<file path="src/lsu_config.svh">
`ifndef LSU_CONFIG_SVH
`define LSU_CONFIG_SVH

// *************************************************************************
// data path.
// *************************************************************************

`define LSU_DATA_WIDTH 32       // word size in bits.
`define LSU_ADDR_WIDTH 32       // byte address.

// *************************************************************************
// buffering and scratchpad.
// *************************************************************************

// load/store buffer entries, power of two.
`define LSU_BUFFER_DEPTH 4

`define LSU_SRAM_WORDS 256      // power of two.
`define LSU_SRAM_LATENCY 2      // accept to data_ok, at least 1.

// load descriptors held by the aligner.
// no smaller than the buffer depth, or loads stall ahead of the buffer.
`define LSU_PENDING_LOADS 4

`endif

</file>
<file path="src/lsu_pkg.sv">
`include "lsu_config.svh"

package lsu_pkg;

    // *********************************************************************
    // widths with a meaning of their own.
    // *********************************************************************

    typedef logic [`LSU_DATA_WIDTH-1:0] word_t;
    typedef logic [`LSU_ADDR_WIDTH-1:0] addr_t;

    // one bit per byte lane.
    typedef logic [`LSU_DATA_WIDTH/8-1:0] strb_t;

    typedef logic [$clog2(`LSU_DATA_WIDTH/8)-1:0] offset_t;     // byte within word.

    typedef logic [$clog2(`LSU_BUFFER_DEPTH)-1:0] buf_index_t;  // fifo pointer.

    // access size as the cpu encodes it.
    typedef enum logic [1:0] {
        size_byte = 2'd0,
        size_half = 2'd1,
        size_word = 2'd2
    } size_e;

endpackage

</file>
<file path="src/access_align.sv">
`timescale 1ns/1ns
`include "lsu_config.svh"

module access_align (
    input  logic           clk,
    input  logic           resetn,

    input  logic           cpu_req,
    input  logic           cpu_wr,
    input  lsu_pkg::size_e cpu_size,
    input  logic           cpu_signed,
    input  lsu_pkg::addr_t cpu_addr,
    input  lsu_pkg::word_t cpu_wdata,
    output logic           cpu_addr_ok,
    output logic           cpu_data_ok,
    output lsu_pkg::word_t cpu_rdata,

    output logic           m_req,
    output logic           m_wr,
    output lsu_pkg::addr_t m_addr,
    output lsu_pkg::strb_t m_strb,
    output lsu_pkg::word_t m_wdata,
    input  logic           m_addr_ok,
    input  logic           m_data_ok,
    input  lsu_pkg::word_t m_rdata
);
    import lsu_pkg::*;

    localparam int PEND_BITS = $clog2(`LSU_PENDING_LOADS);

    typedef logic [PEND_BITS-1:0] pend_ptr_t;

    offset_t   offset;
    logic      pend_full;
    logic      load_block;
    logic      accept;
    logic      push;
    logic      pop;
    word_t     lane;

    // descriptor queue, loads only.
    offset_t   off_q  [`LSU_PENDING_LOADS];
    size_e     size_q [`LSU_PENDING_LOADS];
    logic [`LSU_PENDING_LOADS-1:0] sign_q;
    pend_ptr_t wr_ptr;
    pend_ptr_t rd_ptr;
    logic [PEND_BITS:0] pend_cnt;

    function automatic pend_ptr_t next_ptr(input pend_ptr_t p);
        return (p == pend_ptr_t'(`LSU_PENDING_LOADS - 1)) ? '0 : pend_ptr_t'(p + 1'b1);
    endfunction

    assign offset     = cpu_addr[$bits(offset_t)-1:0];
    assign pend_full  = (pend_cnt == `LSU_PENDING_LOADS);
    assign load_block = !cpu_wr && pend_full;     // stores need no slot.

    assign m_req       = cpu_req && !load_block;
    assign m_wr        = cpu_wr;
    assign m_addr      = cpu_addr;
    assign cpu_addr_ok = m_addr_ok && !load_block;

    assign accept = m_req && m_addr_ok;
    assign push   = accept && !cpu_wr;
    // a store completes in its own accept cycle, never alongside a load.
    assign pop    = m_data_ok && !(accept && cpu_wr);

    assign cpu_data_ok = m_data_ok;

    // store lanes and strobe.
    always_comb begin
        case (cpu_size)
            size_byte: begin
                m_wdata = {(`LSU_DATA_WIDTH/8){cpu_wdata[7:0]}};
                m_strb  = strb_t'(1) << offset;
            end
            size_half: begin
                m_wdata = {(`LSU_DATA_WIDTH/16){cpu_wdata[15:0]}};
                m_strb  = strb_t'(2'b11) << {offset[1], 1'b0};
            end
            default: begin
                m_wdata = cpu_wdata;
                m_strb  = '1;
            end
        endcase
    end

    // load extraction, same cycle as m_data_ok.
    always_comb begin
        lane = m_rdata >> {off_q[rd_ptr], 3'b000};
        case (size_q[rd_ptr])
            size_byte: cpu_rdata = {{(`LSU_DATA_WIDTH-8){sign_q[rd_ptr] & lane[7]}}, lane[7:0]};
            size_half: cpu_rdata = {{(`LSU_DATA_WIDTH-16){sign_q[rd_ptr] & lane[15]}},
                                    lane[15:0]};
            default:   cpu_rdata = m_rdata;
        endcase
    end

    always_ff @(posedge clk) begin
        if (resetn) begin
            wr_ptr   <= '0;
            rd_ptr   <= '0;
            pend_cnt <= '0;
        end else begin
            if (push)
                wr_ptr <= next_ptr(wr_ptr);
            if (pop)
                rd_ptr <= next_ptr(rd_ptr);
            if (push && !pop)
                pend_cnt <= pend_cnt + 1'b1;
            else if (pop && !push)
                pend_cnt <= pend_cnt - 1'b1;
        end
    end

    always_ff @(posedge clk) begin
        if (push) begin
            // halfwords ignore bit 0.
            off_q[wr_ptr]  <= (cpu_size == size_half) ? {offset[1], 1'b0} : offset;
            size_q[wr_ptr] <= cpu_size;
            sign_q[wr_ptr] <= cpu_signed;
        end
    end

    // every load completion from the buffer has a descriptor waiting.
    a_no_pop_empty: assert property (@(posedge clk) disable iff (resetn)
        pop |-> pend_cnt != '0)
        else $error("load completion with no pending descriptor");

endmodule

</file>
<file path="config.mk">
export PLATFORM = sky130hd
export DESIGN_NAME = access_align
export DESIGN_NICKNAME = d
export VERILOG_FILES = /design/src/lsu_pkg.sv /design/src/access_align.sv
export VERILOG_INCLUDE_DIRS = /design/src
export SDC_FILE = /design/constraint.sdc
export NUM_CORES = 1
export LEC_CHECK = 0
export BUFFER_PORTS_ARGS = -buffer_cell sky130_fd_sc_hd__buf_2
export CORE_UTILIZATION = 37
export CTS_BUF_LIST = sky130_fd_sc_hd__clkbuf_4 sky130_fd_sc_hd__clkbuf_8
export DETAILED_ROUTE_END_ITERATION = 10
export PLACE_DENSITY = 0.89
export SLEW_MARGIN = 20
export SYNTH_ARGS = -nofsm -noshare
export SYNTH_HDL_FRONTEND = slang
export SYNTH_SLANG_ARGS = --single-unit
</file>
<file path="constraint.sdc">
create_clock -name clk -period 2.2 [get_ports clk]
set_input_delay 0.33 -clock clk [delete_from_list [all_inputs] [get_ports clk]]
set_output_delay 0.33 -clock clk [all_outputs]
set_load 0.01 [all_outputs]
</file>
Yosys cells after proc, flatten, opt, wreduce, memory -nomap -nowiden

Memories as Yosys holds them, arrays and structs flattened. A register that Yosys moved wholly into a read port is not among the register bits.
Cells that the tools add are included.

Memories kept: 2
Input bits: 105
Bits in writable memories: 16
Output and inout port bits: 104
Bits in registers: 11

Memories:

| name   | words | width | rd ports | clocked after memory_dff | wr ports | RTL line           | RTL |
|---|---|---|---|---|---|---|---|
| off_q  | 4     | 2     | 1        | 1                        | 1        | access_align.sv:42 | `` offset_t off_q [`LSU_PENDING_LOADS]; `` |
| size_q | 4     | 2     | 1        | 1                        | 1        | access_align.sv:43 | `` size_e size_q [`LSU_PENDING_LOADS]; `` |

Shift operators: 3
Reductions and logical operators: 18
Bitwise logic cells: 2
Add/subtract/negate cells: 4
Muxes and demuxes: 19
Magnitude comparators: 3
Eq/ne operators: 5

Operators by type and width:

| cell                                                              | number |
|---|---|
| one-hot mux 32 bit (2 select lines)                               | 2 |
| >> shifter 32 x 5 -> 16 bit                                       | 1 |
| 2-to-1 mux 2 bit                                                  | 6 |
| logical AND 1 bit                                                 | 10 |
| one-hot mux 4 bit (2 select lines)                                | 1 |
| less-than comparator 2 x 3 -> 1 bit, second input constant        | 2 |
| 2-to-1 mux 3 bit                                                  | 2 |
| logical NOT 1 bit                                                 | 5 |
| 2-to-1 mux 1 bit                                                  | 5 |
| adder 2 x 1 -> 2 bit, second input constant                       | 2 |
| bitwise mux 4 bit                                                 | 1 |
| equality test 2 x 1 -> 1 bit, second input constant               | 2 |
| equality test 2 bit, second input constant                        | 2 |
| logical NOT 2 bit                                                 | 2 |
| << shifter 1 x 2 -> 4 bit, first input constant                   | 1 |
| << shifter 2 x 2 -> 4 bit, first input constant                   | 1 |
| adder 3 x 1 -> 3 bit, second input constant                       | 1 |
| equality test 3 bit, second input constant                        | 1 |
| subtractor 3 x 1 -> 3 bit, second input constant                  | 1 |
| bitwise AND 1 bit                                                 | 2 |
| binary-select mux 1 bit (select 2 bit)                            | 1 |
| demux 1 bit (select 2 bit)                                        | 1 |
| greater-or-equal comparator 2 x 1 -> 1 bit, second input constant | 1 |
| nonzero test 2 bit                                                | 1 |

Longest topological paths before layout

Depth after elaboration: 11
Gate-level depth with buffers: 10
Depth with buffers taken out: 9

Worst setup path after synthesis

Ideal clock, no wire load.

Path kind: reg2out
From: reg with a tool-made name
To: out cpu_rdata[22]
Setup slack: -0.133 ns
Cell stages (with the launch flop): 8
Data arrival time: 2.003 ns
Cell sequence: dfxtp_1 -> buf_6 -> mux4_2 -> mux2_4 -> a221o_1 -> o2111ai_2 -> buf_8 -> nand2_2

RTL lines:

| element   | RTL line           | RTL |
|---|---|---|
| to (decl) | access_align.sv:16 | `output lsu_pkg::word_t cpu_rdata,` |

==> run_results.csv <==
group,metric,value,unit
synth,synth_top_area_share,22.7,%
setup_path,critPathKind,"reg2out",
global_route,grt_max_degree,31,
drt,drc_errors,0,
final_layout,syn2layout_area_growth,39.9,%
sta,worst_slack,-0.537,ns
floorplan,io_pins,209,
power_and_ir_drop,peakVddDrop,0.270,mV
sta,min_period_over_period,124,%
floorplan,fp.dieH,86.6,um
clock_tree,ctsHoldBuffers,0,
sta,fin_skew,0.00359,ns
power_and_ir_drop,switching_power,0.648,mW
setup_path,reg2reg_slack,0.18,ns
power_and_ir_drop,power_frac_seq,30.6,%
setup_path,crit_start,"off_q[3][0]",
final_layout,regArea,785,um^2
sta,finalHoldViolCount,0,
setup_path,crit_path_max_fanout,7,
drt,drtIter0Drc,77,
drt,avgRoutedWirePerCell,15.1,um
floorplan,dieWidth,86.6,um
outcome,failed_checks,"negative setup slack",
sta,setup_tns,-15.32,ns
final_layout,multi_input_area,1570,um^2
clock_tree,path_clk_slew,0.06,ns
sta,layout_min_cycle_time,2.74,ns
final_layout,diodes,0,
clock_tree,h-tree-depth,2,
clock_tree,numCtsBuffers,5,
synth,synth_warnings,0,
sta,max_slew.worst_pin.slew,0.526,ns
drt,dr.pass1.iters,5,
sta,fin_hold_ws,0.272,ns
global_route,gr-total-overflow,0,
sta,relSlewSlack,64.6,%
synth,post_synth_num_cell_types,36,
setup_path,arrival,2.41,ns
outcome,status,"finished, violations left",
floorplan,start_util,38.5,%
sta,setup_violations,32,
setup_path,r2r_start,"pend_cnt[1]",
clock_tree,cts_root_buffer,"clkbuf_8",
sta,grt_setup_unrepaired,"yes",
setup_path,cp-start-kind,"flop",
global_route,busiest_layer,"met2",
power_and_ir_drop,p_clk_share,25.9,%
clock_tree,ctsLongestPathBuffers,2,
global_route,grt_use_met1,18.9,%
synth,synth_fp_nets,401,
global_route,grt_pass1_vias,2576,
global_route,grt_usage,21.0,%
synth,synth_area_leaders,"edfxtp_1, buf_4, mux2_2, dfxtp_1, mux2i_1",
synth,syn_area_per_cell,9.16,um^2
drt,drt-total-wl,7710,um
floorplan,core,6870,um^2
clock_tree,cts_tree,"built",
global_route,grt_pass1_wl,12100,um
synth,synthArstFlopShare,0,%
drt,ant_nets,0,
power_and_ir_drop,power_density,554,nW/um^2
drt,vias_per_cell,5.23,
global_route,grtUsageMet3,4.29,%
sta,fmax,0.365,GHz
floorplan,rows,30,
final_layout,num-fill-cells,594,
synth,ys_ff_latch,29,
hold_path,min_from,"cpu_signed",
job,max-cap-violations,0,
synth,yosysSeqAreaShare,29.5,%
placed_design,hpwl,5960,um
final_layout,final_util,53.9,%
hold_path,hp-class,"in2reg",
global_route,gr-usage-met2,42.4,%
placed_design,port_buffers,148,
final_layout,drive_gt1_share,59.3,%
drt,vias,2672,
sta,drv_slew,0,
floorplan,design.die.area,7490,um^2
clock_tree,cts_num_sinks,29,
placed_design,place_congestion,0.877,
synth,syn_area,2650,um^2
synth,syn_inst,289,
power_and_ir_drop,combinationalPowerShare,43.6,%
final_layout,nNetsFinal,526,
setup_path,critPathCaptureType,"output pin",
synth,synth-edff-count,20,
power_and_ir_drop,leakagePower,1.75,nW
setup_path,worstPathRequired,1.87,ns
power_and_ir_drop,p_sw_share,31.6,%
placed_design,place_ws,-0.233,ns
synth,synth_flop_cell,"edfxtp_1",
power_and_ir_drop,intPower,1.40,mW
clock_tree,worstSkewPairLatency,0.27,ns
synth,yosysTopAreaCell,"edfxtp_1",
global_route,antenna_found_initial,0,
## power by group through the flow
stage | logic, mW | registers, mW | clock network [mW]
detailed placement | 0.750 | 0.637 | 0
global placement | 0.723 | 0.634 | 0
global route | 0.962 | 0.630 | 0.561
floorplan | 0.498 | 0.631 | 0
finish | 0.893 | 0.626 | 0.530
CTS | 0.864 | 0.625 | 0.544
## flip-flops by register name, indices dropped and copies added, names as in the netlist, named ones only
signal	cells
off_q	8
size_q	8
sign_q	4
pend_cnt	3
rd_ptr	2
wr_ptr	2
## cells in the mapped netlist (all sizes together) (3+ instances only)
cell type,n
inv,7
ha,6
nand3,3
buf,48
nor2b,8
clkbuf,8
a22o,6
and2,4
o21ai,13
edfxtp,20
a21oi,10
mux4,5
mux2i,18
mux2,27
o22ai,7
a221o,7
nand2,51
nor2,20
dfxtp,9
## through the flow
step	instance area (um^2)	power, mW	std cells
after CTS	3670	2.03	510
after floorplan	2670	1.13	289
after detailed placement	3310	1.39	498
final	3700	2.05	511
after global routing	3700	2.15	511
after global placement	3310	1.36	498
## cell usage in the layout (no fill, tap or decap), types with 2 or more instances in the layout
| cell type | n |
|---|---|
| mux2_2 | 26 |
| nand2_1 | 35 |
| dfxtp_1 | 6 |
| mux2i_1 | 15 |
| edfxtp_1 | 20 |
| nand2_2 | 13 |
| xor2_1 | 2 |
| inv_1 | 6 |
| ha_1 | 6 |
| mux4_2 | 5 |
| nand2_4 | 3 |
| o22ai_2 | 4 |
| buf_4 | 20 |
| dfxtp_2 | 3 |
| and2_1 | 4 |
| nor2b_1 | 7 |
| nor2_2 | 2 |
| nand3_1 | 2 |
| o21ai_0 | 13 |
| clkbuf_8 | 5 |
| nor2_1 | 18 |
| buf_6 | 20 |
| buf_2 | 132 |
| o22ai_1 | 3 |
| mux2i_4 | 3 |
| a22o_1 | 6 |
| a21oi_1 | 10 |
| a221o_1 | 7 |
## cell families (layout without fill, tap and decap cells)
logic type / Yosys count / count (layout) / synth area share [%]
buf+inv: 63 / 189 / 15.7
compound gates: 47 / 47 / 12.1
mux: 50 / 50 / 22.7
flops: 29 / 29 / 29.5
xor+xnor: 2 / 2 / 0.662
simple gates: 91 / 91 / 15.8
fa+ha+maj: 7 / 7 / 3.59
## path summary, 6_finish.rpt
check | cells past startpoint | endpoint
min reg2reg | 2 | pend_cnt[2]
min | 1 | sign_q[3]
max reg2reg | 9 | pend_cnt[2]
max | 8 | cpu_rdata[18]
## worst max-delay path, stage by stage, from the launching register on
cell       delay [ns]
edfxtp_1         0.39
mux4_2           0.57
buf_6            0.16
mux2i_4          0.19
mux2i_4          0.23
o2111ai_4        0.21
buf_12           0.21
nand2_1          0.06
buf_2            0.12
## area by class of cell
cell class                      instances  share of cell area, %
Clock buffer                            6                   2.06
Clock inverter                          2                  0.913
Multi-Input combinational cell        197                   42.5
Tap cell                               96                   3.25
Sequential cell                        29                   21.2
Timing Repair Buffer                  174                   29.3
Inverter                                7                  0.778
## what timing repair did
action | CTS | global route
setup buffers | 4 | 1
endpoints found under the setup margin | 32 | 33
resized for setup | 43 | 7
gates cloned | 1 | 0
pin swaps | 2 | 3
## per-layer routing
layer / vias to the layer above / part of all wire (%)
met2: 180 / 54
li1: 1237 / -
met1: 1224 / 34
met5: - / 0
met4: 0 / 4.3
met3: 31 / 7.5
Note: power is estimated with default switching activity, not from simulation.
