File: config.mk
export PLATFORM = sky130hd
export DESIGN_NAME = load_store_buffer
export DESIGN_NICKNAME = d
export VERILOG_FILES = /design/src/lsu_pkg.sv /design/src/load_store_buffer.sv
export VERILOG_INCLUDE_DIRS = /design/src
export SDC_FILE = /design/constraint.sdc
export NUM_CORES = 1
export LEC_CHECK = 0
export BUFFER_PORTS_ARGS = -buffer_cell sky130_fd_sc_hd__buf_2
export CORE_ASPECT_RATIO = 0.7
export CORE_MARGIN = 4
export CORE_UTILIZATION = 40
export DETAILED_ROUTE_END_ITERATION = 12
export SLEW_MARGIN = 10
export SYNTH_ARGS = -nofsm -noshare
export SYNTH_HDL_FRONTEND = slang
export SYNTH_SLANG_ARGS = --single-unit
File: constraint.sdc
create_clock -name clk -period 4.2 [get_ports clk]
set_clock_uncertainty 0.1 [all_clocks]
set_input_delay 0.42 -clock clk [delete_from_list [all_inputs] [get_ports clk]]
set_output_delay 0.42 -clock clk [all_outputs]
set_load 0.1 [all_outputs]
File: src/lsu_config.svh
`ifndef LSU_CONFIG_SVH
`define LSU_CONFIG_SVH

// *************************************************************************
// data path.
// *************************************************************************

`define LSU_DATA_WIDTH 32       // word size in bits.
`define LSU_ADDR_WIDTH 32       // byte address.

// *************************************************************************
// buffering and scratchpad.
// *************************************************************************

// load/store buffer entries, power of two.
`define LSU_BUFFER_DEPTH 4

`define LSU_SRAM_WORDS 256      // power of two.
`define LSU_SRAM_LATENCY 2      // accept to data_ok, at least 1.

// load descriptors held by the aligner.
// no smaller than the buffer depth, or loads stall ahead of the buffer.
`define LSU_PENDING_LOADS 4

`endif

File: src/lsu_pkg.sv
`include "lsu_config.svh"

package lsu_pkg;

    // *********************************************************************
    // widths with a meaning of their own.
    // *********************************************************************

    typedef logic [`LSU_DATA_WIDTH-1:0] word_t;
    typedef logic [`LSU_ADDR_WIDTH-1:0] addr_t;

    // one bit per byte lane.
    typedef logic [`LSU_DATA_WIDTH/8-1:0] strb_t;

    typedef logic [$clog2(`LSU_DATA_WIDTH/8)-1:0] offset_t;     // byte within word.

    typedef logic [$clog2(`LSU_BUFFER_DEPTH)-1:0] buf_index_t;  // fifo pointer.

    // access size as the cpu encodes it.
    typedef enum logic [1:0] {
        size_byte = 2'd0,
        size_half = 2'd1,
        size_word = 2'd2
    } size_e;

endpackage

File: src/load_store_buffer.sv
`timescale 1ns/1ns
`include "lsu_config.svh"

module load_store_buffer (
    input  logic           clk,
    input  logic           resetn,

    // from the aligner.
    input  logic           m_req,
    input  logic           m_wr,
    input  lsu_pkg::addr_t m_addr,
    input  lsu_pkg::strb_t m_strb,
    input  lsu_pkg::word_t m_wdata,
    output logic           m_addr_ok,
    output logic           m_data_ok,
    output lsu_pkg::word_t m_rdata,

    // to the scratchpad.
    output logic           s_req,
    output logic           s_wr,
    output lsu_pkg::addr_t s_addr,
    output lsu_pkg::strb_t s_strb,
    output lsu_pkg::word_t s_wdata,
    input  logic           s_addr_ok,
    input  logic           s_data_ok,
    input  lsu_pkg::word_t s_rdata
);
    import lsu_pkg::*;

    // *********************************************************************
    // storage.
    // *********************************************************************

    buf_index_t head;       // push side.
    buf_index_t tail;       // oldest entry, the one in flight.

    logic [`LSU_BUFFER_DEPTH-1:0] free_q;   // slot holds nothing.
    logic [`LSU_BUFFER_DEPTH-1:0] req_q;    // entry still to be issued.

    logic  wr_q    [`LSU_BUFFER_DEPTH];
    addr_t addr_q  [`LSU_BUFFER_DEPTH];
    strb_t strb_q  [`LSU_BUFFER_DEPTH];
    word_t wdata_q [`LSU_BUFFER_DEPTH];

    logic fifo_empty;
    logic fifo_full;
    logic load_done;
    logic slot_ok;
    logic push;
    logic pop;
    logic issue;

    // entries leave in order, so a free tail means nothing is queued.
    assign fifo_empty = free_q[tail];
    assign fifo_full  = !free_q[head];

    assign pop       = !fifo_empty && s_data_ok;
    assign load_done = pop && !wr_q[tail];
    assign issue     = !fifo_empty && s_req && s_addr_ok;

    // a store ack and a load ack must not share one data_ok pulse.
    assign slot_ok = !fifo_full && !(m_wr && load_done);
    assign push    = m_req && (fifo_empty || slot_ok);

    // *********************************************************************
    // state updates.
    // *********************************************************************

    always_ff @(posedge clk) begin
        if (resetn) begin
            head   <= '0;
            tail   <= '0;
            free_q <= '1;
            req_q  <= '0;
        end else begin
            for (int i = 0; i < `LSU_BUFFER_DEPTH; i++) begin
                if (push && head == buf_index_t'(i)) begin
                    free_q[i] <= 1'b0;
                    req_q[i]  <= !(fifo_empty && s_addr_ok);   // bypassed already?
                end else begin
                    if (pop && tail == buf_index_t'(i))
                        free_q[i] <= 1'b1;
                    if (issue && tail == buf_index_t'(i))
                        req_q[i] <= 1'b0;                       // issue once.
                end
            end

            if (push)
                head <= buf_index_t'(head + 1'b1);
            if (pop)
                tail <= buf_index_t'(tail + 1'b1);
        end
    end

    always_ff @(posedge clk) begin
        if (push) begin
            wr_q[head]    <= m_wr;
            addr_q[head]  <= m_addr;
            strb_q[head]  <= m_strb;
            wdata_q[head] <= m_wdata;
        end
    end

    // *********************************************************************
    // drivers.
    // *********************************************************************

    assign m_rdata = s_rdata;

    always_comb begin
        if (fifo_empty) begin
            s_req     = m_req;      // pass-through.
            s_wr      = m_wr;
            s_addr    = m_addr;
            s_strb    = m_strb;
            s_wdata   = m_wdata;
            m_addr_ok = 1'b1;
        end else begin
            s_req     = req_q[tail];
            s_wr      = wr_q[tail];
            s_addr    = addr_q[tail];
            s_strb    = strb_q[tail];
            s_wdata   = wdata_q[tail];
            m_addr_ok = push;
        end
    end

    // stores post on accept. loads wait for the sram.
    assign m_data_ok = (push && m_wr) || load_done;

    a_no_push_full: assert property (@(posedge clk) disable iff (resetn)
        fifo_full |-> !push)
        else $error("push into a full buffer");

    // sram may only answer an entry that was handed to it.
    a_data_ok_issued: assert property (@(posedge clk) disable iff (resetn)
        s_data_ok |-> !fifo_empty && !req_q[tail])
        else $error("sram data_ok with nothing issued");

endmodule

---- After elaboration in Yosys (flattened, before gate mapping) ----
Memories as Yosys holds them, arrays and structs flattened. A register that Yosys moved wholly into a read port is not among the register bits.
Index checks and enable logic that the tools add are counted.
cells by class
  reductions and logical operators ........ 37
  equality and inequality tests ........... 6
  add/sub/neg operators ................... 2
  mux-type cells .......................... 38
  order comparisons ....................... 2
operators with widths
  operator                                             count
  two-way mux 32 bit                                   2
  two-way mux 1 bit                                    24
  logical AND 1 bit                                    21
  two-way mux 2 bit                                    8
  nonzero test 2 bit                                   8
  == test 2 bit (second input constant)                4
  binary-select mux 1 bit (select 2 bit)               3
  < comparator 2 x 3 -> 1 bit (second input constant)  2
  adder 2 x 1 -> 2 bit (second input constant)         2
  == test 2 x 1 -> 1 bit (second input constant)       2
  zero test 1 bit                                      4
  zero test 2 bit                                      2
  two-way mux 4 bit                                    1
  logical OR 1 bit                                     2
storage, ports and cells
  memory bits (writable) .................. 276
  memories ................................ 4
  output and inout bits ................... 104
  bits of input ports ..................... 106
  logic and storage cells ................. 99
  register bits after elaboration ......... 12
memory list
  memory   depth  bits a word  read ports  clocked after memory_dff  wr ports  RTL line                 RTL
  addr_q   4      32           1           1                         1         load_store_buffer.sv:41  addr_t addr_q [`LSU_BUFFER_DEPTH];
  wdata_q  4      32           1           1                         1         load_store_buffer.sv:43  word_t wdata_q [`LSU_BUFFER_DEPTH];
  strb_q   4      4            1           1                         1         load_store_buffer.sv:42  strb_t strb_q [`LSU_BUFFER_DEPTH];
  wr_q     4      1            1           1                         1         load_store_buffer.sv:40  logic wr_q [`LSU_BUFFER_DEPTH];

---- Depth between registers and ports, before layout ----
Gate-level depths: netlist of run 1.
  depth in word-level cells ............... 12
  mapped depth ............................ 7
  gate-level depth less buffers ........... 4

---- Worst setup path after synthesis of run 1 ----
No wires, ideal clock.
  path kind ............................... register to output
  from .................................... reg tail[0]
  to ...................................... out s_wr
  setup slack ............................. 164 ps
  path buffers ............................ 3
  data required time ...................... 3680 ps
  cell stages (with the launch flop) ...... 6
  data arrival time ....................... 3516 ps
  cell sequence ........................... dfxtp_1 mux4_2 buf_6 buf_6 buf_6 o21ai_0
on the way
  word-level cells in the longest chain between the ends .. 3
RTL lines
  element                                  RTL line                  RTL
  from (decl)                              load_store_buffer.sv:35   buf_index_t tail;
  from (signal assigned)                   load_store_buffer.sv:91   tail <= buf_index_t'(tail + 1'b1);
  binary-select mux 1 bit (select 2 bit)   load_store_buffer.sv:54   assign fifo_empty = free_q[tail];
  two-way mux 1 bit (implied by the code)  load_store_buffer.sv:54
  two-way mux 1 bit                        load_store_buffer.sv:111  if (fifo_empty) begin
  to (decl)                                load_store_buffer.sv:20   output logic s_wr,
Every way passes these cells. The select of a mux whose other input is x is not followed.

---- Worst setup path after layout of run 1 ----
  from .................................... reg tail[0]
  to ...................................... out m_data_ok
on the way
  word-level cells in the longest chain between the ends .. 12
RTL lines
  element                                    RTL line                  RTL
  binary-select mux 1 bit (select 2 bit) *   load_store_buffer.sv:54
  two-way mux 1 bit (implied by the code) *  load_store_buffer.sv:54
  zero test 1 bit                            load_store_buffer.sv:57   assign pop = !fifo_empty && s_data_ok;
  logical AND 1 bit                          load_store_buffer.sv:57
  logical AND 1 bit                          load_store_buffer.sv:58   assign load_done = pop && !wr_q[tail];
  logical AND 1 bit                          load_store_buffer.sv:62   assign slot_ok = !fifo_full && !(m_wr && load_done);
  zero test 1 bit                            load_store_buffer.sv:62
  logical AND 1 bit                          load_store_buffer.sv:62
  logical OR 1 bit                           load_store_buffer.sv:63   assign push = m_req && (fifo_empty || slot_ok);
  logical AND 1 bit                          load_store_buffer.sv:63
  logical AND 1 bit                          load_store_buffer.sv:129  assign m_data_ok = (push && m_wr) || load_done;
  logical OR 1 bit *                         load_store_buffer.sv:129
  to (decl)                                  load_store_buffer.sv:15   output logic m_data_ok,
Mark *: on every way between the ends. The rest lies on a longest branch, timed or not. The select of a mux whose other input is x is not followed.

==> results of run 1 <==
==> cell usage after synthesis <==
| library cell | n |
|---|---|
| sky130_fd_sc_hd__o221a_4 | 1 |
| sky130_fd_sc_hd__edfxtp_1 | 276 |
| sky130_fd_sc_hd__nor2_1 | 5 |
| sky130_fd_sc_hd__o21ai_1 | 4 |
| sky130_fd_sc_hd__ha_1 | 8 |
| sky130_fd_sc_hd__mux2i_1 | 6 |
| sky130_fd_sc_hd__buf_6 | 4 |
| sky130_fd_sc_hd__a22o_1 | 1 |
| sky130_fd_sc_hd__o211a_4 | 4 |
| sky130_fd_sc_hd__nand3_1 | 1 |
| sky130_fd_sc_hd__o21a_1 | 1 |
| sky130_fd_sc_hd__mux2_1 | 1 |
| sky130_fd_sc_hd__nor2b_1 | 1 |
| sky130_fd_sc_hd__nand2_1 | 3 |
| sky130_fd_sc_hd__mux2_2 | 55 |
| sky130_fd_sc_hd__o21ai_0 | 1 |
| sky130_fd_sc_hd__nand3b_1 | 1 |
| sky130_fd_sc_hd__a211o_1 | 4 |
| sky130_fd_sc_hd__dfxtp_1 | 14 |
| sky130_fd_sc_hd__buf_1 | 1 |
| sky130_fd_sc_hd__buf_2 | 13 |
| sky130_fd_sc_hd__o2111ai_1 | 1 |
| sky130_fd_sc_hd__buf_4 | 34 |
| sky130_fd_sc_hd__a21o_1 | 1 |
| sky130_fd_sc_hd__o31ai_1 | 1 |
| sky130_fd_sc_hd__mux2_4 | 16 |
| sky130_fd_sc_hd__mux4_2 | 71 |
| sky130_fd_sc_hd__and3b_1 | 1 |
| sky130_fd_sc_hd__xnor2_1 | 1 |
| sky130_fd_sc_hd__a21oi_1 | 4 |
| sky130_fd_sc_hd__clkbuf_1 | 8 |
| sky130_fd_sc_hd__inv_1 | 9 |
==> cell families (layout without fill, tap and decap cells) <==
| group | after synthesis | count (layout) | share of synthesized area |
|---|---|---|---|
| flip-flops | 290 | 290 | 0.720 |
| multiplexers | 149 | 149 | 0.212 |
| buffers and inverters | 69 | 239 | 0.0364 |
| AO/OA/AOI/OAI | 23 | 23 | 0.0177 |
| AND/OR/NAND/NOR | 12 | 12 | 0.00483 |
| adder cells (fa/ha/maj) | 8 | 8 | 0.00841 |
| XOR/XNOR | 1 | 1 | 0.000736 |
==> final cells by class <==
cell class	count	area share
Sequential cell	290	0.614
Multi-Input combinational cell	193	0.208
Timing Repair Buffer	183	0.0829
Clock buffer	36	0.0538
Tap cell	378	0.0338
Clock inverter	11	0.00519
Inverter	9	0.00242
==> worst max-delay path, delay by kind of cell (launching register included) <==
family          cells  cell delay (ns)
compound gates      1             0.25
simple gates        1             0.56
mux                 1             1.02
buf+inv             1             0.44
flops               1             0.48
==> timing repair <==
item | 4_1_cts | 5_1_grt
buffers inserted | 0 | 0
hold buffers | 29 | 0
endpoints found under the setup margin | 0 | 0
hold endpoints to repair | 108 | 0
==> power groups by stage <==
stage,Combinational [mW],Sequential (mW),Clock [mW]
CTS,1.65,3.41,2.37
detailed placement,1.63,3.47,0
finish,1.63,3.40,2.29
global placement,1.62,3.46,0
global route,1.71,3.42,2.48
floorplan,1.49,3.43,0
==> sequential cells by signal, summed over array words and instances, names as in the netlist, named ones only <==
name,flops
head,2
strb_q,16
wdata_q,128
tail,2
wr_q,4
addr_q,128
req_q,4
free_q,4
==> per-layer routing <==
metal / GRT usage / up-vias / share of wire
li1: - / 2534 / -
met1: 0.190 / 3016 / 0.44
met2: 0.234 / 155 / 0.49
met3: 0.0361 / 48 / 0.054
met4: 0.0305 / 2 / 0.020
met5: 0 / - / 0.00034
==> how the worst min path moves through the flow <==
stage	from	endpoint	slack, ns	cells after the start
2_1_floorplan	free_q[2]$_SDFFE_PP1P_	free_q[2]$_SDFFE_PP1P_	0.38	2
3_3_place_gp	free_q[0]$_SDFFE_PP1P_	free_q[0]$_SDFFE_PP1P_	0.40	2
3_5_place_dp	req_q[1]$_SDFFE_PP0P_	req_q[1]$_SDFFE_PP0P_	0.44	3
4_1_cts	m_addr[20]	addr_q[3][20]$_DFFE_PP_	0.002	1
5_1_grt	m_wdata[2]	wdata_q[0][2]$_DFFE_PP_	0.009	1
6_report	m_wdata[26]	wdata_q[3][26]$_DFFE_PP_	0.03	1
==> metrics.md, run 1 <==
| Metric | Value |
|---|---|
| Maximum achievable frequency | `around 260 MHz` |
| Ordered list of cells on the worst path | `mux4_4 > nor2b_1 > a22o_1 > buf_2` |
| Clock Sink Count | `290` |
| Drt drc | `0` |
| Clock tree from TritonCTS | `yes` |
| Post-layout net count | `~820` |
| Cell Area, Synth | `roughly 0.012 mm2` |
| Bufs on Longest Clock Path | `3` |
| Startpoint of the most critical register-to-register path | `tail[0]$_SDFFE_PP0P_` |
| Reg power frac | `0.465` |
| Final hold slack | `~0.03 ns` |
| Cell variety after synth | `32` |
| Start point of the critical path | `tail[0]$_SDFFE_PP0P_` |
| Post-DP HPWL | `approximately 14000 um` |
| Total wire length | `~24000 um` |
| RD Place Congestion | `between 0.6 and 0.7` |
| Syn_nets | `roughly 670` |
| Detail Route Antenna Nets | `0` |
| Final hold violations | `0` |
| Number of antenna cells inserted | `0` |
| Power Dens Cells | `524 mW/mm2` |
| Cell with the biggest individual delay on the critical path | `sky130_fd_sc_hd__mux4_4` |
| Area growth from synthesis to final layout | `17.4%` |
| Leak pwr | `roughly 4.7 nW` |
| Main area contributors after synthesis | `sky130_fd_sc_hd__edfxtp_1 (70%), sky130_fd_sc_hd__mux4_2 (13%), sky130_fd_sc_hd__mux2_2 (5.2%), sky130_fd_sc_hd__dfxtp_1 (2.4%), sky130_fd_sc_hd__buf_4 (2.1%)` |
| Total of flip-flops plus latches after synthesis | `290` |
| Final design area excluding fillers | `about 0.014 mm2` |
| Part of the Yosys area used for sequential elements | `0.720` |
| Worst-case register-to-register setup slack | `between 1 and 1.5 ns` |
| Fill cell instance count of the final layout | `2441` |
| Initial DRT Pass Iterations | `4` |
| Yosys warning total | `0` |
| Placed cell area | `about 0.013 mm2` |
| Net switching power figure | `2.23 mW` |
| Startpoint types | `flop` |
| Via count of the first global-routing pass | `roughly 6300` |
| RSZ-0062 raised after global routing | `no` |
| Max-slew violations | `0` |
| Critical path endpoint | `m_data_ok` |
| Worst Setup Path Type | `flop to primary output` |
| Setup Viol. Count Final | `0` |
| Leading cell type in the layout, fill and taps excluded | `sky130_fd_sc_hd__edfxtp_1` |
| Average vias per placed instance | `about 5.2` |
| Post-Synthesis Mean Instance Area | `~22 um2` |
| Chip height | `about 150 um` |
| Type of destination of the critical path | `primary output` |
| Final critical-path setup slack | `between 0.3 and 0.4 ns` |
| Source-to-sink clock delay at the later pin of the worst-skew pair | `between 0.5 and 0.6 ns` |
| Power consumption | `7.32 mW` |
| Buffer cell driving the clock tree root | `sky130_fd_sc_hd__clkbuf_16` |
| Delay of the slowest critical-path stage | `around 1.0 ns` |
| Initial Util | `0.409` |
| Die width | `~210 um` |
| Total number of vias | `between 5000 and 6000` |
| Clock share of power | `0.312` |
| Maximum level of the CTS H-tree | `1` |
| Combinational share of power | `0.223` |
| Area enclosed by the die boundary | `0.0326 mm2` |
| Area taken by multi-input logic gates | `~0.0029 mm2` |
| Switching power share of the total | `0.304` |
| Number of core rows | `between 50 and 60` |
| Initial antenna violation count | `1` |
| Clock transition at the registers of the reported paths | `0.06 ns` |
| Initial detailed-routing violation count | `roughly 340` |
| Arrival @ worst endpoint | `3.30 ns` |
| Worst relative slew slack | `0.564` |
| Area of the placeable core | `slightly below 0.03 mm2` |
| Max rail drop VDD | `0.000334 V` |
| Clock period minus worst slack | `between 3 and 4 ns` |
| Final cell count without fillers | `1100` |
| TritonCTS buffer count | `28` |
| Biggest area consumer among synthesized cells | `sky130_fd_sc_hd__edfxtp_1` |
| Final global-route overflow total | `0` |
| Endpoint of the most critical register-to-register path | `addr_q[3][1]$_DFFE_PP_` |
| Final Cycle Share | `0.909` |
| Post-synth top area share | `0.696` |
| Cell-internal power | `slightly above 5 mW` |
| Largest net degree at the start of global routing | `47` |
| Top-level port count | `210` |
| Pin slew with the least headroom to its limit | `~0.65 ns` |
| FF-to-FF path depth | `4` |
| Register cell area after layout | `0.00858 mm2` |
| Max-cap violation count | `0` |
| Cell count after synthesis | `~550` |
| Worst Path Max Fanout | `36` |
| Cell total after placement | `about 1000` |
| TNS Setup | `0 ns` |
| First-pass GRT wire length | `between 30000 and 40000 um` |
| Data required time at the worst endpoint | `3.68 ns` |
| Share of layout cells above drive strength 1 | `0.467` |
| Setup slack after placement | `0.944 ns` |
| Result of the run | `finished, final reports clean` |
| Overall routing resource usage | `0.141` |
| Number of resized instances in the post-cts repair step | `0` |
| Port Buffers | `between 100 and 150` |
| Highest-count cells in the layout ignoring fill and taps | `sky130_fd_sc_hd__edfxtp_1 (276), sky130_fd_sc_hd__buf_2 (145), sky130_fd_sc_hd__mux4_2 (70), sky130_fd_sc_hd__mux2_2 (55)` |
| Wire length per cell | `about 21 um` |
| Type of the most critical hold path | `input port to flop` |
| End-of-flow core utilization | `0.479` |
No activity file was read; power rests on OpenSTA's default activity.
==> inputs of run 2 (changes only) <==
- BUFFER_PORTS_ARGS: -buffer_cell sky130_fd_sc_hd__buf_2 -> default
- DONT_BUFFER_PORTS: default -> 1
- GPL_ROUTABILITY_DRIVEN: default -> 0
==> metrics.md, run 2 (synthesized netlist as in run 1, its figures left out) <==
| Metric | Value |
|---|---|
| Result of the run | `finished, final reports clean` |
| Clock share of power | `0.350 (+0.038)` |
| Port Buffers | `0 (-100%)` |
| Worst relative slew slack | `0.426 (-0.138)` |
| FF-to-FF path depth | `4 (unchanged)` |
| Data required time at the worst endpoint | `3.68 ns (about the same)` |
| Die width | `214 um (unchanged)` |
| Pin slew with the least headroom to its limit | `0.864 ns (+0.210 ns)` |
| Final global-route overflow total | `0 (unchanged)` |
| Combinational share of power | `0.202 (-0.021)` |
| Via count of the first global-routing pass | `5961 (-5.2%)` |
| Drt drc | `0 (unchanged)` |
| Area growth from synthesis to final layout | `16.3%` |
| Initial detailed-routing violation count | `411 (+22%)` |
| Clock transition at the registers of the reported paths | `0.06 ns (about the same)` |
| Switching power share of the total | `0.295 (-0.00945)` |
| Type of the most critical hold path | `input port to flop` |
| Share of layout cells above drive strength 1 | `0.330 (-0.137)` |
| Reg power frac | `0.448 (-0.017)` |
| Average vias per placed instance | `5.37 (+2.6%)` |
| Maximum level of the CTS H-tree | `1 (unchanged)` |
| Fill cell instance count of the final layout | `2371 (-2.9%)` |
| Initial DRT Pass Iterations | `4 (unchanged)` |
| Arrival @ worst endpoint | `2.98 ns (-0.32 ns)` |
| Type of destination of the critical path | `primary output` |
| Buffer cell driving the clock tree root | `sky130_fd_sc_hd__clkbuf_16` |
| Leak pwr | `4.43 nW (-6.5%)` |
| Power consumption | `7.60 mW (+3.8%)` |
| Maximum achievable frequency | `285 MHz (+9.0%)` |
| Post-DP HPWL | `12900 um (-7.5%)` |
| Register cell area after layout | `0.00858 mm2 (unchanged)` |
| Bufs on Longest Clock Path | `3 (unchanged)` |
| First-pass GRT wire length | `35300 um (-3.3%)` |
| Clock Sink Count | `290 (unchanged)` |
| Overall routing resource usage | `0.135 (-0.00564)` |
| Post-layout net count | `719 (-12%)` |
| Setup Viol. Count Final | `0 (unchanged)` |
| Chip height | `152 um (unchanged)` |
| Area of the placeable core | `0.0291 mm2 (unchanged)` |
| Final critical-path setup slack | `0.696 ns (+0.314 ns)` |
| Leading cell type in the layout, fill and taps excluded | `sky130_fd_sc_hd__edfxtp_1` |
| Clock period minus worst slack | `3.50 ns (-0.314 ns)` |
| Net switching power figure | `2.24 mW (+0.55%)` |
| Max-cap violation count | `0 (unchanged)` |
| Total wire length | `22400 um (-4.6%)` |
| Max-slew violations | `0 (unchanged)` |
| Cell-internal power | `5.36 mW (+5.2%)` |
| Max rail drop VDD | `0.000475 V (+42%)` |
| Top flop regs | `addr_q (128), wdata_q (128), strb_q (16)` |
| Number of resized instances in the post-cts repair step | `0 (unchanged)` |
| RSZ-0062 raised after global routing | `no` |
| Final design area excluding fillers | `0.0138 mm2 (-0.90%)` |
| Number of antenna cells inserted | `0 (unchanged)` |
| Number of core rows | `52 (unchanged)` |
| Number of setup buffers added after CTS | `0 (unchanged)` |
| Wire length per cell | `22.3 um (+4.4%)` |
| Worst Path Max Fanout | `20 (-44%)` |
| Delay of the slowest critical-path stage | `0.90 ns (-0.12 ns)` |
| Initial antenna violation count | `0 (-1)` |
| Total number of vias | `5393 (-6.3%)` |
| Largest net degree at the start of global routing | `45 (-4.3%)` |
| Initial Util | `0.409 (unchanged)` |
| Source-to-sink clock delay at the later pin of the worst-skew pair | `0.54 ns (about the same)` |
| Power Dens Cells | `549 mW/mm2 (+4.7%)` |
| Final cell count without fillers | `1005 (-8.6%)` |
| TNS Setup | `0 ns (unchanged)` |
| Cell with the biggest individual delay on the critical path | `sky130_fd_sc_hd__mux4_4` |
| Detail Route Antenna Nets | `0 (unchanged)` |
| Area taken by multi-input logic gates | `0.00291 mm2 (+0.13%)` |
| Startpoint types | `flop` |
| Final hold slack | `0.0654 ns (+0.0349 ns)` |
| Area enclosed by the die boundary | `0.0326 mm2 (unchanged)` |
| TritonCTS buffer count | `28 (unchanged)` |
| Top-level port count | `210 (unchanged)` |
| Placed cell area | `0.0121 mm2 (-5.5%)` |
| Setup slack after placement | `1.24 ns (+0.292 ns)` |
| End-of-flow core utilization | `0.475 (-0.00429)` |
| Worst Setup Path Type | `flop to primary output` |
| Depth of the worst hold-timing path | `2 (+1)` |
| Final hold violations | `0 (unchanged)` |
| Cell total after placement | `882 (-14%)` |
| Highest-count cells in the layout ignoring fill and taps | `sky130_fd_sc_hd__edfxtp_1 (276), sky130_fd_sc_hd__dlygate4sd3_1 (71), sky130_fd_sc_hd__mux4_2 (70), sky130_fd_sc_hd__mux2_2 (55), sky130_fd_sc_hd__clkbuf_16 (29)` |
| Final Cycle Share | `0.834 (-0.0748)` |
| Ordered list of cells on the worst path | `mux4_4 > nor2b_1 > a22o_1 > buf_4` |
| Clock tree from TritonCTS | `yes` |
## run 2: cell types whose count changed in the layout (fill, tap and decap cells not counted), moves of 3 or more
cell and delta:
sky130_fd_sc_hd__clkinv_1 -3, sky130_fd_sc_hd__dlygate4sd3_1 +42, sky130_fd_sc_hd__clkinv_2 +3, sky130_fd_sc_hd__bufinv_16 +5
sky130_fd_sc_hd__clkbuf_1 -3, sky130_fd_sc_hd__buf_4 +4, sky130_fd_sc_hd__buf_2 -145
## run 2: cell type report
class                   count  share of cell area
clock inverters            19              0.0181
repair buffers             83              0.0623
flip-flops and latches    290               0.619
clock buffers              33              0.0535
multi-input cells         193               0.210
well taps                 378              0.0341
inverters                   9             0.00244
## run 2: timing repair
item                                    CTS  global route
hold buffers                             71             0
endpoints found under the setup margin    0             0
hold endpoints to repair                290             0
## run 2: path summary, 6_finish.rpt
check	start	endpoint	slack, ns
worst max-delay path	tail[0]$_SDFFE_PP0P_	m_data_ok	0.70
worst min register to register	free_q[2]$_SDFFE_PP1P_	free_q[2]$_SDFFE_PP1P_	0.43
worst min-delay path	m_req	head[1]$_SDFFE_PP0P_	0.07
worst max register to register	flop	wdata_q[0][23]$_DFFE_PP_	1.55
## run 2: routing by layer
metal	part of all wire	track usage	vias up
met1	0.44	0.180	2877
met2	0.48	0.224	139
met5	0	0	-
met3	0.062	0.0403	41
met4	0.019	0.0268	0
li1	-	-	2336
## run 2: worst max-delay path, delay by kind of cell (launching register included)
family | cells | cell delay, ns
compound gates | 1 | 0.23
buf+inv | 1 | 0.29
flops | 1 | 0.48
simple gates | 1 | 0.55
mux | 1 | 0.90
## run 2: power groups by stage
stage                     logic [mW]  registers, mW  clock network, mW
after floorplan                 1.49           3.43                  0
after global placement          1.46           3.46                  0
after detailed placement        1.46           3.47                  0
after CTS                       1.55           3.41               2.73
after global routing            1.59           3.42               2.86
final                           1.53           3.41               2.66
==> inputs of run 3 (changes only) <==
- clock period: 4.2 -> 3.2 ns (I/O delays scaled with it)
==> metrics.md, run 3 (synthesized netlist as in run 1, its figures left out) <==
| Metric | Value |
|---|---|
| Net switching power figure | `2.99 mW (+34%)` |
| Leak pwr | `4.52 nW (+2.2%)` |
| Leading cell type in the layout, fill and taps excluded | `sky130_fd_sc_hd__edfxtp_1` |
| Area taken by multi-input logic gates | `0.00292 mm2 (+0.39%)` |
| Clock tree from TritonCTS | `yes` |
| Data required time at the worst endpoint | `2.78 ns (-0.90 ns)` |
| Final Cycle Share | `0.958` |
| Bufs on Longest Clock Path | `3 (unchanged)` |
| Pin slew with the least headroom to its limit | `0.790 ns (-0.0735 ns)` |
| Top-level port count | `210 (unchanged)` |
| Type of destination of the critical path | `primary output` |
| Setup Viol. Count Final | `0 (unchanged)` |
| Placed cell area | `0.0123 mm2 (+1.6%)` |
| Post-DP HPWL | `13800 um (+7.6%)` |
| Fill cell instance count of the final layout | `2361 (-0.42%)` |
| Power Dens Cells | `701 mW/mm2 (+28%)` |
| Startpoint of the most critical register-to-register path | `head[0]$_SDFFE_PP0P_` |
| Detail Route Antenna Nets | `0 (unchanged)` |
| Cell-internal power | `6.81 mW (+27%)` |
| Final critical-path setup slack | `0.134 ns (-0.563 ns)` |
| Hold path start | `m_req` |
| Arrival @ worst endpoint | `2.65 ns (-0.33 ns)` |
| Max-cap violation count | `0 (unchanged)` |
| Overall routing resource usage | `0.143 (+0.00772)` |
| Area of the placeable core | `0.0291 mm2 (unchanged)` |
| Initial antenna violation count | `0 (unchanged)` |
| Average vias per placed instance | `5.32 (-0.89%)` |
| Area growth from synthesis to final layout | `17.5%` |
| Worst relative slew slack | `0.473 (+0.0474)` |
| Die width | `214 um (unchanged)` |
| Area enclosed by the die boundary | `0.0326 mm2 (unchanged)` |
| Largest net degree at the start of global routing | `60 (+33%)` |
| Number of antenna cells inserted | `0 (unchanged)` |
| Clock period minus worst slack | `3.07 ns` |
| Chip height | `152 um (unchanged)` |
| Maximum level of the CTS H-tree | `1 (unchanged)` |
| Worst Path Max Fanout | `59 (+200%)` |
| Max-slew violations | `0 (unchanged)` |
| Final hold slack | `0.171 ns (+0.106 ns)` |
| Post-layout net count | `745 (+3.6%)` |
| Worst Setup Path Type | `flop to primary output` |
| Max rail drop VDD | `0.000428 V (-9.9%)` |
| Total number of vias | `5478 (+1.6%)` |
| Initial detailed-routing violation count | `241 (-41%)` |
| Drt drc | `0 (unchanged)` |
| Type of the most critical hold path | `input port to flop` |
| Clock Sink Count | `290 (unchanged)` |
| Maximum achievable frequency | `between 300 and 400 MHz` |
| Register cell area after layout | `0.00858 mm2 (about the same)` |
| Initial DRT Pass Iterations | `4 (unchanged)` |
| Initial Util | `0.409 (unchanged)` |
| TritonCTS buffer count | `28 (unchanged)` |
| Startpoint types | `flop` |
| Number of core rows | `52 (unchanged)` |
| Worst-case register-to-register setup slack | `0.62 ns (-0.93 ns)` |
| End-of-flow core utilization | `0.480 (+0.00485)` |
| Endpoint of the most critical register-to-register path | `addr_q[3][11]$_DFFE_PP_` |
| Port Buffers | `0 (unchanged)` |
| Via count of the first global-routing pass | `6095 (+2.2%)` |
| Clock share of power | `0.330 (-0.020)` |
| Wire length per cell | `22.9 um (+2.6%)` |
| Share of layout cells above drive strength 1 | `0.356 (+0.0257)` |
| Final cell count without fillers | `1030 (+2.5%)` |
| Final global-route overflow total | `0 (unchanged)` |
| Buffer cell driving the clock tree root | `sky130_fd_sc_hd__clkbuf_16` |
| Depth of the worst hold-timing path | `1 (-1)` |
| Total wire length | `23600 um (+5.2%)` |
| Result of the run | `finished, final reports clean` |
| Switching power share of the total | `0.305 (+0.0103)` |
| Source-to-sink clock delay at the later pin of the worst-skew pair | `0.54 ns (about the same)` |
| Top flop regs | `addr_q (128), wdata_q (128), strb_q (16)` |
| Final hold violations | `0 (unchanged)` |
| Highest-count cells in the layout ignoring fill and taps | `sky130_fd_sc_hd__edfxtp_1 (276), sky130_fd_sc_hd__dlygate4sd3_1 (72), sky130_fd_sc_hd__mux4_2 (70), sky130_fd_sc_hd__mux2_2 (52), sky130_fd_sc_hd__buf_4 (31)` |
| RSZ-0062 raised after global routing | `no` |
| FF-to-FF path depth | `4 (unchanged)` |
| Worst hold path endpoint | `wdata_q[1][26]$_DFFE_PP_` |
| Final design area excluding fillers | `0.0140 mm2 (+1.0%)` |
| Setup slack after placement | `0.570 ns (-0.666 ns)` |
| Reg power frac | `0.453 (+0.005)` |
| First-pass GRT wire length | `36900 um (+4.6%)` |
| Combinational share of power | `0.217 (+0.015)` |
| Clock transition at the registers of the reported paths | `0.06 ns (about the same)` |
| Cell total after placement | `906 (+2.7%)` |
[run 3: changes by cell type in the layout (fill, tap and decap cells not counted), sizes merged]
cell / change
bufinv: -3
clkbuf: -3
clkinv: +2
clkinvlp: +3
dlygate4sd3: +1
buf: +25
[run 3: critical path: stages, from the launching register on]
cell	delay, ns
sky130_fd_sc_hd__dfxtp_2	0.41
sky130_fd_sc_hd__mux4_4	0.76
sky130_fd_sc_hd__buf_12	0.28
sky130_fd_sc_hd__mux2_2	0.62
[run 3: final cells by class]
type,instances,area share
clock buffer,30,0.0506
clock inverter,21,0.0144
inverter,9,0.00241
multi-input combinational,193,0.209
sequential,290,0.613
timing repair buffer,109,0.0767
tap,378,0.0338
[run 3: per-layer routing]
| layer | GRT usage | share of wire |
|---|---|---|
| met1 | 0.203 | 0.45 |
| met5 | 0 | 0 |
| met3 | 0.0452 | 0.068 |
| met2 | 0.221 | 0.46 |
| met4 | 0.0278 | 0.019 |
[run 3: how the worst max path moves through the flow]
stage | to | slack [ns] | depth (start not counted) | start
floorplan | s_wr | 0.02 | 5 | tail[0]$_SDFFE_PP0P_
detailed placement | s_addr[15] | 0.57 | 3 | tail[0]$_SDFFE_PP0P_
global route | s_wdata[2] | 0.05 | 3 | tail[0]$_SDFFE_PP0P_
global placement | s_addr[29] | 0.62 | 3 | tail[0]$_SDFFE_PP0P_
CTS | s_addr[29] | -0.03 | 3 | tail[0]$_SDFFE_PP0P_
finish | s_addr[29] | 0.13 | 3 | tail[0]$_SDFFE_PP0P_
[run 3: through the flow]
step / power, mW / setup TNS (ns)
floorplan: 6.46 / 0
global placement: 6.53 / 0
detailed placement: 6.56 / 0
CTS: 9.93 / -0.328
global route: 10.2 / 0
finish: 9.81 / 0
[run 3: repair_timing]
item / in CTS / in global routing
hold endpoints to repair: 290 / 0
hold buffers: 72 / 0
resized for setup: 2 / 2
endpoints found under the setup margin: 18 / 52
setup buffers: 0 / 1
[run 3: power groups by stage]
stage | Combinational [mW] | Sequential, mW | Clock (mW)
6_report | 2.13 | 4.44 | 3.23
5_1_grt | 2.21 | 4.46 | 3.49
4_1_cts | 2.15 | 4.45 | 3.33
3_5_place_dp | 2.03 | 4.53 | 0
3_3_place_gp | 2.02 | 4.51 | 0
2_1_floorplan | 1.95 | 4.50 | 0
